$ cat config.mk
export PLATFORM = sky130hd
export DESIGN_NAME = tx_stream_top
export DESIGN_NICKNAME = d
export VERILOG_FILES = /design/src/source/tx_cmd_pkg.sv /design/src/source/tx_sample_pkg.sv /design/src/source/dac_sample_pacer.sv /design/src/source/iq_sample_fifo.sv /design/src/source/iq_word_assembler.sv /design/src/source/tx_cmd_decoder.sv /design/src/source/tx_stream_top.sv
export VERILOG_INCLUDE_DIRS = /design/src /design/src/source
export SDC_FILE = /design/constraint.sdc
export NUM_CORES = 1
export LEC_CHECK = 0
export BUFFER_PORTS_ARGS = -buffer_cell sky130_fd_sc_hd__buf_2
export CAP_MARGIN = 10
export CORE_MARGIN = 2
export CORE_UTILIZATION = 30
export CTS_CLUSTER_DIAMETER = 30
export CTS_CLUSTER_SIZE = 28
export DETAILED_ROUTE_END_ITERATION = 10
export SYNTH_ARGS = -nofsm -noshare
export SYNTH_HDL_FRONTEND = slang
export SYNTH_SLANG_ARGS = --single-unit
$ cat constraint.sdc
create_clock -name pi_tx_clk -period 9.1 [get_ports pi_tx_clk]
set_clock_uncertainty 0.05 [all_clocks]
set_input_delay 0.91 -clock pi_tx_clk [delete_from_list [all_inputs] [get_ports pi_tx_clk]]
set_output_delay 0.91 -clock pi_tx_clk [all_outputs]
set_load 0.01 [all_outputs]
$ cat src/source/tx_stream_config.svh
// TX stream configuration
// Build-time sizes, reset values and command addresses for the ingest path

`ifndef TX_STREAM_CONFIG_SVH
`define TX_STREAM_CONFIG_SVH

// Sample FIFO depth in IQ words, power of two
`define TX_FIFO_DEPTH 16

// Clocks per DAC sample after reset
`define TX_RATE_DEFAULT 8'd1

// Command addresses
`define TX_CMD_ADDR_RATE 6'h01
`define TX_CMD_ADDR_CLEAR 6'h02

// Reported in the top byte of the status word
`define TX_VERSION 8'd68

`endif

$ cat src/source/tx_cmd_pkg.sv
// TX command types
// Command word layout from the host control link and the status word

package tx_cmd_pkg;

  // ------------------------------
  // Command word
  // ------------------------------
  // Bit 39      response request
  // Bits 38:33  address
  // Bit 32      push-to-talk
  // Bits 31:0   data
  typedef logic [39:0] cmd_word_t;

  // Register address field
  typedef logic [5:0] cmd_addr_t;

  // Payload field
  typedef logic [31:0] cmd_data_t;

  // ------------------------------
  // Status word
  // ------------------------------
  // Bits 15:8   version
  // Bit 7       overflow, sticky
  // Bit 6       underflow, sticky
  // Bit 5       zero
  // Bits 4:0    FIFO fill level
  typedef logic [15:0] status_t;

endpackage

$ cat src/source/tx_sample_pkg.sv
// TX sample types
// Widths of the data carried from host nibbles down to DAC components

`include "tx_stream_config.svh"

package tx_sample_pkg;

  // One host transfer on pi_tx_data
  typedef logic [3:0] nibble_t;

  // Two nibbles, low nibble first on the wire
  typedef logic [7:0] byte_t;

  // One complex sample, I in the upper half
  typedef logic [31:0] iq_word_t;

  // Single I or Q value
  typedef logic [15:0] iq_comp_t;

  // FIFO occupancy, 0 up to full depth
  typedef logic [$clog2(`TX_FIFO_DEPTH + 1) - 1:0] fill_t;

  // Clocks per output sample, 0 behaves as 1
  typedef logic [7:0] rate_t;

endpackage

$ cat src/source/dac_sample_pacer.sv
// DAC sample pacer
// Pops one word per rate period and splits it into I and Q for the DAC

`timescale 1ns/1ps

module dac_sample_pacer (
  input  logic                    pi_tx_clk,
  input  logic                    arst_n,
  input  logic                    tx_on,
  input  logic                    empty,
  input  logic                    status_clear,
  input  tx_sample_pkg::rate_t    rate,
  input  tx_sample_pkg::iq_word_t head,
  output logic                    pop,
  output tx_sample_pkg::iq_comp_t dac_i,
  output tx_sample_pkg::iq_comp_t dac_q,
  output logic                    dac_strobe,
  output logic                    underflow
);

  tx_sample_pkg::rate_t period_cnt;
  tx_sample_pkg::rate_t eff_rate;
  logic                 period_end;
  logic                 strobe_q;

  // Rate 0 runs at full speed like rate 1
  assign eff_rate = (rate == '0) ? tx_sample_pkg::rate_t'(1) : rate;

  // Greater-or-equal covers a rate lowered mid-period
  assign period_end = tx_on & (period_cnt >= eff_rate - tx_sample_pkg::rate_t'(1));
  assign pop        = period_end & ~empty;

  // ------------------------------
  // Period counter and flags
  // ------------------------------
  always_ff @(posedge pi_tx_clk or negedge arst_n) begin
    if (!arst_n) begin
      period_cnt <= '0;
      strobe_q   <= 1'b0;
      underflow  <= 1'b0;
    end else begin
      if (!tx_on || period_end) begin
        period_cnt <= '0;
      end else begin
        period_cnt <= period_cnt + 1'b1;
      end
      strobe_q <= pop;
      // Starved period is sticky until cleared
      if (period_end && empty) begin
        underflow <= 1'b1;
      end else if (status_clear) begin
        underflow <= 1'b0;
      end
    end
  end

  // I from upper half, Q from lower half
  always_ff @(posedge pi_tx_clk) begin
    if (pop) begin
      dac_i <= head[31:16];
      dac_q <= head[15:0];
    end
  end

  // Suppress a sample popped on the edge where push-to-talk dropped
  assign dac_strobe = strobe_q & tx_on;

endmodule

$ cat src/source/iq_sample_fifo.sv
// IQ sample FIFO
// Single-clock word buffer with flush, fill count and sticky overflow

`timescale 1ns/1ps

`include "tx_stream_config.svh"

module iq_sample_fifo (
  input  logic                    pi_tx_clk,
  input  logic                    arst_n,
  input  logic                    push,
  input  logic                    pop,
  input  logic                    flush,
  input  logic                    status_clear,
  input  tx_sample_pkg::iq_word_t wr_word,
  output tx_sample_pkg::iq_word_t rd_word,
  output logic                    empty,
  output tx_sample_pkg::fill_t    fill,
  output logic                    overflow
);

  localparam int DEPTH = `TX_FIFO_DEPTH;
  localparam int AW    = $clog2(DEPTH);

  // Storage
  tx_sample_pkg::iq_word_t mem [DEPTH];

  // Pointers wrap on their own, depth is a power of two
  logic [AW-1:0] wr_ptr;
  logic [AW-1:0] rd_ptr;

  logic full;
  logic do_wr;
  logic do_rd;

  assign full  = (fill == tx_sample_pkg::fill_t'(DEPTH));
  assign empty = (fill == '0);

  // Writes to a full buffer are dropped
  assign do_wr = push & ~full;
  assign do_rd = pop & ~empty;

  // ------------------------------
  // Pointers, fill and flag
  // ------------------------------
  always_ff @(posedge pi_tx_clk or negedge arst_n) begin
    if (!arst_n) begin
      wr_ptr   <= '0;
      rd_ptr   <= '0;
      fill     <= '0;
      overflow <= 1'b0;
    end else begin
      if (flush) begin
        // Drop everything in one cycle
        wr_ptr <= '0;
        rd_ptr <= '0;
        fill   <= '0;
      end else begin
        if (do_wr) begin
          wr_ptr <= wr_ptr + 1'b1;
        end
        if (do_rd) begin
          rd_ptr <= rd_ptr + 1'b1;
        end
        // Fill moves only when one side acts alone
        if (do_wr && !do_rd) begin
          fill <= fill + 1'b1;
        end else if (do_rd && !do_wr) begin
          fill <= fill - 1'b1;
        end
      end
      // New overflow wins over a clear in the same cycle
      if (push && full) begin
        overflow <= 1'b1;
      end else if (status_clear) begin
        overflow <= 1'b0;
      end
    end
  end

  // Storage write
  always_ff @(posedge pi_tx_clk) begin
    if (do_wr) begin
      mem[wr_ptr] <= wr_word;
    end
  end

  // Head of queue, available without a read cycle
  assign rd_word = mem[rd_ptr];

endmodule

$ cat src/source/iq_word_assembler.sv
// IQ word assembler
// Packs host nibbles into bytes and bytes into 32-bit IQ words

`timescale 1ns/1ps

module iq_word_assembler (
  input  logic                    pi_tx_clk,
  input  logic                    arst_n,
  input  logic                    tx_on,
  input  tx_sample_pkg::nibble_t  pi_tx_data,
  output tx_sample_pkg::iq_word_t word,
  output logic                    word_strobe
);

  // Nibble position within the word, 0 to 7
  logic [2:0] nib_cnt;

  // Low nibble waiting for its partner
  tx_sample_pkg::nibble_t lo_nib;

  // Byte completed on this cycle's nibble
  tx_sample_pkg::byte_t cur_byte;

  // Bytes shift in from the bottom, first byte ends up in 31:24
  tx_sample_pkg::iq_word_t word_sr;

  // Odd positions carry the high nibble
  assign cur_byte = {pi_tx_data, lo_nib};

  // ------------------------------
  // Nibble counter and strobe
  // ------------------------------
  always_ff @(posedge pi_tx_clk or negedge arst_n) begin
    if (!arst_n) begin
      nib_cnt     <= 3'd0;
      word_strobe <= 1'b0;
    end else if (!tx_on) begin
      // Alignment restarts with the next push-to-talk
      nib_cnt     <= 3'd0;
      word_strobe <= 1'b0;
    end else begin
      nib_cnt     <= nib_cnt + 3'd1;
      // Eighth nibble just taken
      word_strobe <= (nib_cnt == 3'd7);
    end
  end

  // ------------------------------
  // Data path
  // ------------------------------
  always_ff @(posedge pi_tx_clk) begin
    if (tx_on) begin
      if (!nib_cnt[0]) begin
        lo_nib <= pi_tx_data;
      end else begin
        word_sr <= {word_sr[23:0], cur_byte};
      end
    end
  end

  // Shift register holds still during the strobe cycle
  // Next byte only lands two nibbles later
  assign word = word_sr;

endmodule

$ cat src/source/tx_cmd_decoder.sv
// TX command decoder
// Holds push-to-talk and rate from command words, makes clear and flush pulses

`timescale 1ns/1ps

`include "tx_stream_config.svh"

module tx_cmd_decoder (
  input  logic                  pi_tx_clk,
  input  logic                  arst_n,
  input  tx_cmd_pkg::cmd_word_t cmd_word,
  input  logic                  cmd_strobe,
  output logic                  tx_on,
  output tx_sample_pkg::rate_t  rate,
  output logic                  flush,
  output logic                  status_clear
);

  // ------------------------------
  // Field split
  // ------------------------------
  tx_cmd_pkg::cmd_addr_t cmd_addr;
  tx_cmd_pkg::cmd_data_t cmd_data;
  logic                  cmd_ptt;
  logic                  ptt_fall;

  assign cmd_addr = cmd_word[38:33];
  assign cmd_ptt  = cmd_word[32];
  assign cmd_data = cmd_word[31:0];

  // Command drops an active push-to-talk
  assign ptt_fall = cmd_strobe & tx_on & ~cmd_ptt;

  // ------------------------------
  // Command registers
  // ------------------------------
  always_ff @(posedge pi_tx_clk or negedge arst_n) begin
    if (!arst_n) begin
      tx_on        <= 1'b0;
      rate         <= `TX_RATE_DEFAULT;
      flush        <= 1'b0;
      status_clear <= 1'b0;
    end else begin
      // Every command carries push-to-talk
      if (cmd_strobe) begin
        tx_on <= cmd_ptt;
      end
      if (cmd_strobe && cmd_addr == `TX_CMD_ADDR_RATE) begin
        rate <= cmd_data[7:0];
      end
      // Single-cycle pulses
      status_clear <= cmd_strobe & (cmd_addr == `TX_CMD_ADDR_CLEAR);
      // Flush lines up with the first cycle of tx_on low
      flush        <= ptt_fall;
    end
  end

endmodule

$ cat src/source/tx_stream_top.sv
// TX stream top level
// Host nibble ingest, sample FIFO, DAC pacing and command decode

`timescale 1ns/1ps

`include "tx_stream_config.svh"

module tx_stream_top (
  input  logic                    pi_tx_clk,
  input  logic                    arst_n,
  input  tx_sample_pkg::nibble_t  pi_tx_data,
  input  tx_cmd_pkg::cmd_word_t   cmd_word,
  input  logic                    cmd_strobe,
  output logic                    ptt_out,
  output tx_sample_pkg::iq_comp_t dac_i,
  output tx_sample_pkg::iq_comp_t dac_q,
  output logic                    dac_strobe,
  output tx_cmd_pkg::status_t     status
);

  logic                    tx_on;
  tx_sample_pkg::rate_t    rate;
  logic                    flush;
  logic                    status_clear;
  tx_sample_pkg::iq_word_t word;
  logic                    word_strobe;
  tx_sample_pkg::iq_word_t head;
  logic                    pop;
  logic                    empty;
  tx_sample_pkg::fill_t    fill;
  logic                    overflow;
  logic                    underflow;

  // ------------------------------
  // Command path
  // ------------------------------
  tx_cmd_decoder u_cmd (
    .pi_tx_clk    (pi_tx_clk),
    .arst_n       (arst_n),
    .cmd_word     (cmd_word),
    .cmd_strobe   (cmd_strobe),
    .tx_on        (tx_on),
    .rate         (rate),
    .flush        (flush),
    .status_clear (status_clear)
  );

  assign ptt_out = tx_on;

  // ------------------------------
  // Sample path
  // ------------------------------
  iq_word_assembler u_asm (
    .pi_tx_clk   (pi_tx_clk),
    .arst_n      (arst_n),
    .tx_on       (tx_on),
    .pi_tx_data  (pi_tx_data),
    .word        (word),
    .word_strobe (word_strobe)
  );

  iq_sample_fifo u_fifo (
    .pi_tx_clk    (pi_tx_clk),
    .arst_n       (arst_n),
    .push         (word_strobe),
    .pop          (pop),
    .flush        (flush),
    .status_clear (status_clear),
    .wr_word      (word),
    .rd_word      (head),
    .empty        (empty),
    .fill         (fill),
    .overflow     (overflow)
  );

  dac_sample_pacer u_pacer (
    .pi_tx_clk    (pi_tx_clk),
    .arst_n       (arst_n),
    .tx_on        (tx_on),
    .empty        (empty),
    .status_clear (status_clear),
    .rate         (rate),
    .head         (head),
    .pop          (pop),
    .dac_i        (dac_i),
    .dac_q        (dac_q),
    .dac_strobe   (dac_strobe),
    .underflow    (underflow)
  );

  // Version, flags, spare zero, fill in the low 5 bits
  assign status = {`TX_VERSION, overflow, underflow, 1'b0, 5'(fill)};

endmodule

Yosys cells after proc, flatten, opt, wreduce, memory -nomap -nowiden
Memories as Yosys holds them, arrays and structs flattened. A register that Yosys moved wholly into a read port is not among the register bits.
Cells that the tools add are included.
{ "word_totals": {"latchBits": 0, "mem_bits_rw": 512, "in_bits": 47, "register_bits": 75, "memories": 1, "rom_bits": 0} }
{ "classes": {"order_cmp": 1, "n_eq_ne": 4, "n_shift": 0, "n_addsub": 7, "n_mux": 16, "multipliers": 0, "n_div": 0, "n_reduce_logical": 18, "bitwise_logic": 12} }
{ "mem_list": {"columns": ["memory", "words", "word_bits", "rd", "rd_ports_with_merged_regs", "wr", "line", "rtl"], "rows": [
  ["u_fifo.mem", 16, 32, 1, 1, 1, "iq_sample_fifo.sv:26", "tx_sample_pkg::iq_word_t mem [DEPTH];"]
]} }
{ "op_table": {"columns": ["cell", "count"], "rows": [
  ["$mux W4", 4],
  ["$mux W8", 2],
  ["$mux W5", 3],
  ["$add A4 B1 Y4 const B", 2],
  ["$add A8 B1 Y8 const B", 1],
  ["$and A1 B1 Y1", 8],
  ["$ge A8 B8 Y1", 1],
  ["$logic_not A8 Y1", 1],
  ["$reduce_bool A2 Y1", 4],
  ["$sub A8 B1 Y8 const B", 1],
  ["$eq A6 B1 Y1 const B", 1],
  ["$eq A6 B2 Y1 const B", 1],
  ["$mux W1", 6],
  ["$add A5 B1 Y5 const B", 1],
  ["$eq A5 B5 Y1 const B", 1],
  ["$logic_and A1 B1 Y1", 5],
  ["$logic_not A5 Y1", 1],
  ["$sub A5 B1 Y5 const B", 1],
  ["$not A1 Y1", 4],
  ["$reduce_and A2 Y1", 2],
  ["$add A3 B1 Y3 const B", 1],
  ["$eq A3 B3 Y1 const B", 1],
  ["$logic_not A1 Y1", 3],
  ["$mux W3", 1],
  ["other kinds (2)", 2]
]} }

Longest topological paths before layout
{ "logic_depth": {"depth_word": 11, "depth_mapped": 19, "depth_no_buf": 19} }

By module
Synthesis repeated with hierarchy kept, for this count alone.
{ "hier_totals": {"hier_cells": 1022, "hier_area_um2": 23709.0} }
{ "modules_own_cells": {"columns": ["mod", "area_per_inst_um2", "seq_area_each_um2", "instances", "cells_each"], "rows": [
  ["iq_sample_fifo", 20239.4, 15725.1, 1, 825],
  ["dac_sample_pacer", 1706.6, 1211.2, 1, 111],
  ["iq_word_assembler", 1237.4, 1181.1, 1, 47],
  ["tx_cmd_decoder", 435.4, 276.5, 1, 26],
  ["tx_stream_top", 90.1, 0.0, 1, 13]
]} }

Least setup slack after synthesis
No wires, ideal clock.
{ "synth_timing": {"path_kind": "register to register", "from": "reg u_cmd.rate[5]", "to": "reg u_fifo.fill[4]", "path_stages_with_launch": 17, "slack_ns": 4.801, "setup_time_ns": 0.128, "synth_period_minus_slack_ns": 4.299, "path_buffers": 0, "arrival_ns": 4.122, "cell_sequence": "dfrtp_1 or4_1 nor3_1 a21oi_1 ha_1 xnor2_1 ha_1 and3_1 o21ai_1 a311oi_4 nor3_4 inv_1 fa_1 a21o_1 a21oi_1 mux2i_1 mux2_1"} }
{ "synth_via": {"elab_chain_len": 11, "elab_cells_between_ends": 13, "cone_classes": "1 x add/sub; 1 x order compare; 3 x mux; 3 x bitwise; 5 x reduce/logical"} }
{ "synth_rtl": {"columns": ["item", "line", "rtl"], "rows": [
  ["from (decl)", "tx_cmd_decoder.sv:14", "output tx_sample_pkg::rate_t rate,"],
  ["from (signal assigned)", "tx_cmd_decoder.sv:40", "rate <= `TX_RATE_DEFAULT;"],
  ["from (signal assigned)", "tx_cmd_decoder.sv:49", "rate <= cmd_data[7:0];"],
  ["$logic_not A8 Y1", "dac_sample_pacer.sv:27", "assign eff_rate = (rate == '0) ? tx_sample_pkg::rate_t'(1) : rate;"],
  ["$mux W8 *", "dac_sample_pacer.sv:27", null],
  ["$sub A8 B1 Y8 *", "dac_sample_pacer.sv:30", "assign period_end = tx_on & (period_cnt >= eff_rate - tx_sample_pkg::rate_t'(1));"],
  ["$ge A8 B8 Y1 *", "dac_sample_pacer.sv:30", null],
  ["$and A1 B1 Y1 *", "dac_sample_pacer.sv:30", null],
  ["$and A1 B1 Y1 *", "dac_sample_pacer.sv:31", "assign pop = period_end & ~empty;"],
  ["$and A1 B1 Y1 *", "iq_sample_fifo.sv:41", "assign do_rd = pop & ~empty;"],
  ["$logic_not A1 Y1", "iq_sample_fifo.sv:66", "if (do_wr && !do_rd) begin"],
  ["$logic_and A1 B1 Y1", "iq_sample_fifo.sv:66", null],
  ["$mux W5", "iq_sample_fifo.sv:66", null],
  ["$mux W5", "iq_sample_fifo.sv:53", "if (flush) begin"],
  ["to (signal assigned)", "iq_sample_fifo.sv:67", "fill <= fill + 1'b1;"],
  ["to (signal assigned)", "iq_sample_fifo.sv:69", "fill <= fill - 1'b1;"],
  ["to (decl)", "iq_sample_fifo.sv:18", "output tx_sample_pkg::fill_t fill,"]
]} }
Every way passes the cells marked *; elsewhere a longest branch is shown, timed or not.
A chain may end at the register's enable or synchronous reset.

Worst setup path in the final report
{ "layout_timing": {"from": "reg u_cmd.rate[4]", "to": "reg u_fifo.fill[4]"} }
Same word-level chain as after synthesis.

==> results.yml <==
job:
  drv_cap: 0
critical_path:
  cp.required_ns: 9.56
  cp-start-kind: "flip-flop"
  startpoint: "u_cmd.rate[4]$_DFFE_PN0P_"
  r2r-start: "u_cmd.rate[4]$_DFFE_PN0P_"
  path_class: "reg -> reg"
  endpoint_kind: "flip-flop"
  arrival_ns: 5.17
  crit_fanout: 8
global_routing:
  grt_max_degree: 92
  antenna_found_initial: 0
  grt_pass1_vias: 11700
  grt_usage: 0.124
  grt_pass1_wl_um: 74600
  grt_overflow: 0
yosys:
  synth-seq-cells: 619
  synth_edf_count: 580
  syn-cell-area_sq_um: 23700
  synth_ff_type: "edfxtp_1"
  async_flop_share: 0.0630
  yosysWarnings: 0
  synthDistinctLibCells: 49
  synthCells: 1019
  avgSynthCellArea_sq_um: 23.2
  ys_seq_area_frac: 0.777
clock_network:
  clock-sinks: 619
  cts_buffers: 106
  cts_root_buf: "clkbuf_16"
  clk_pin_slew_worst_paths_ns: 0.05
  clockBufferDepth: 3
  cts.htree.levels: 3
  postCtsSetupRepairBufs: 0
  ctsResizeCount: 0
  cts_tree: "yes"
  worst_skew_pair.late_latency_ns: 0.63
  hold_buffers: 0
timing:
  hold_slack_ns: 0.347
  post-route-period-util: 0.518
  min_period_ns: 4.71
  hold_viol: 0
  setup_violations: 0
  setup_ws_ns: 4.39
  maxSlewViolCount: 0
  slew_headroom: 0.313
  clock.fmax_mhz: 212
  rsz0062_at_grt: "false"
  fin_tns_setup_ns: 0
  tightest_slew_ns: 1.03
place:
  dp_slack_ns: 4.39
  gp_congestion: 0.696
  dp_hpwl_um: 24800
  portBuffers: 62
  dp.cells: 2097
  dpl-instance-area_sq_um: 25200
finish:
  multi_input_area_sq_um: 4950
  area_growth_pct: 22.1
  final_cells: 2297
  register_area_sq_um: 18400
  final_nets: 1234
  fillCellCount: 6946
  utilization: 0.372
  diodes: 0
  finish.instance_area_sq_um: 28900
  drive_gt1_frac: 0.366
routing:
  totalWireLength_um: 49600
  via_per_inst: 4.67
  dr_total_vias: 10700
  ant_nets: 0
  drc: 0
  firstDrtPassIters: 5
  routedWlPerCell_um: 21.6
  drt_iter0_markers: 980
worst_hold_path:
  hold_path_class: "in -> async"
floorplanning:
  coreArea_sq_um: 77700
  die-area_sq_um: 81100
  ios: 97
  start_util: 0.304
  die_x_um: 285
  chipHeight_um: 285
  row_count: 102
run_status:
  outcome: "finished clean"
power:
  power_density_nw_per_um2: 296
  p_leak_nw: 9.34
  ir_drop_uv: 144
  finalPower_mw: 8.57
-- path summary, 6_finish.rpt --
path,to,slack [ns],cells past startpoint
min reg2reg,u_asm.word[0]$_DFFE_PP_,0.35,0
max,u_fifo.fill[4]$_DFFE_PN0P_,4.39,16
min,u_pacer.period_cnt[4]$_DFF_PN0_,0.35,1
max in group asynchronous,u_fifo.rd_ptr[1]$_DFFE_PN0P_,8.01,1
max reg2reg,u_fifo.fill[4]$_DFFE_PN0P_,4.39,16
min in group pi_tx_clk,u_asm.word[0]$_DFFE_PP_,0.35,0
-- registers in the layout, indices dropped and copies added, names as in the netlist, 3 cells and up --
register and count:
u_fifo.rd_ptr 4, u_pacer.dac_i 16, u_fifo.mem 512, u_cmd.rate 8, u_asm.nib_cnt 3, u_pacer.period_cnt 8
u_asm.lo_nib 4, u_fifo.wr_ptr 4, u_asm.word 32, u_fifo.fill 5, u_pacer.dac_q 16
-- logic make-up after synthesis --
family,synth area share
DFF,0.777
other,0.000317
xor gates and xnor gates,0.00666
muxes,0.157
adders and majority gates,0.0119
AOI/OAI and AO/OA,0.00793
buffers and inverters,0.0156
and+or+nand+nor,0.0233
-- critical path, cell delays in order, from the launching register on --
cell and delay (ns):
dfrtp_1 0.41, or4_1 0.57, nor3_1 0.20, a21oi_1 0.14, ha_1 0.25, xnor2_1 0.17
ha_1 0.27, and3_1 0.19, o21ai_1 0.28, a311oi_4 0.17, nor3_4 0.32, inv_1 0.22
fa_1 0.43, a21o_1 0.19, a21oi_1 0.18, mux2i_1 0.22, mux2_1 0.33
-- report_power, final --
| group | switching [mW] | leakage (nW) | total [mW] | internal [mW] |
|---|---|---|---|---|
| clock network | 1.41 | 1.78 | 4.04 | 2.63 |
| logic | 0.505 | 1.82 | 1.17 | 0.669 |
| registers | 0.154 | 5.73 | 3.35 | 3.20 |
| total | 2.07 | 9.34 | 8.57 | 6.49 |
-- cell usage in the layout, fill, tap and decap left out, drive strengths merged, types with 10 or more instances in the layout --
master    netlist  routed
ha             21      21
buf            31      83
clkinv          0      40
bufinv          0      14
clkbuf         21     115
edfxtp        580     580
o21ai          11      11
inv            11      29
a21oi          12      12
xor2           11      11
and2           18      18
nor2           20      20
clkinvlp        0      13
nand2          15      15
nand3          10      10
mux4          160     160
dfrtp          38      38
-- layer usage --
metal  routed length (um)  part of all wire  up-vias  GRT usage
li1                     -                 -     4588          -
met1                21200              0.43     5733      0.165
met2                24500              0.49      312      0.202
met3                 2970             0.060       88     0.0292
met4                  956             0.019        0     0.0363
met5                    0                 0        -          0
-- final cells by class --
class / count / area share
Sequential cell: 619 / 0.637
Multi-Input combinational cell: 344 / 0.171
Clock buffer: 115 / 0.0959
Clock inverter: 85 / 0.0328
Inverter: 11 / 0.00143
Timing Repair Buffer: 83 / 0.0166
Tap cell: 1040 / 0.0450
-- cells in the mapped netlist (5+ instances only) --
master | instances | share of area
xor2_1 | 11 | 0.0041
and2_1 | 18 | 0.0048
nor2_1 | 19 | 0.0030
inv_1 | 11 | 0.0017
edfxtp_1 | 580 | 0.74
buf_4 | 12 | 0.0038
clkbuf_1 | 21 | 0.0033
mux2_2 | 7 | 0.0033
xnor2_1 | 7 | 0.0026
nor3_1 | 5 | 0.0011
ha_1 | 21 | 0.011
dfrtp_1 | 38 | 0.040
mux4_2 | 160 | 0.15
a21oi_1 | 11 | 0.0023
nand2_1 | 15 | 0.0024
buf_6 | 11 | 0.0052
and4_1 | 5 | 0.0019
nand3_1 | 10 | 0.0021
o21ai_0 | 10 | 0.0021
Power figures use the tool's default switching activity.
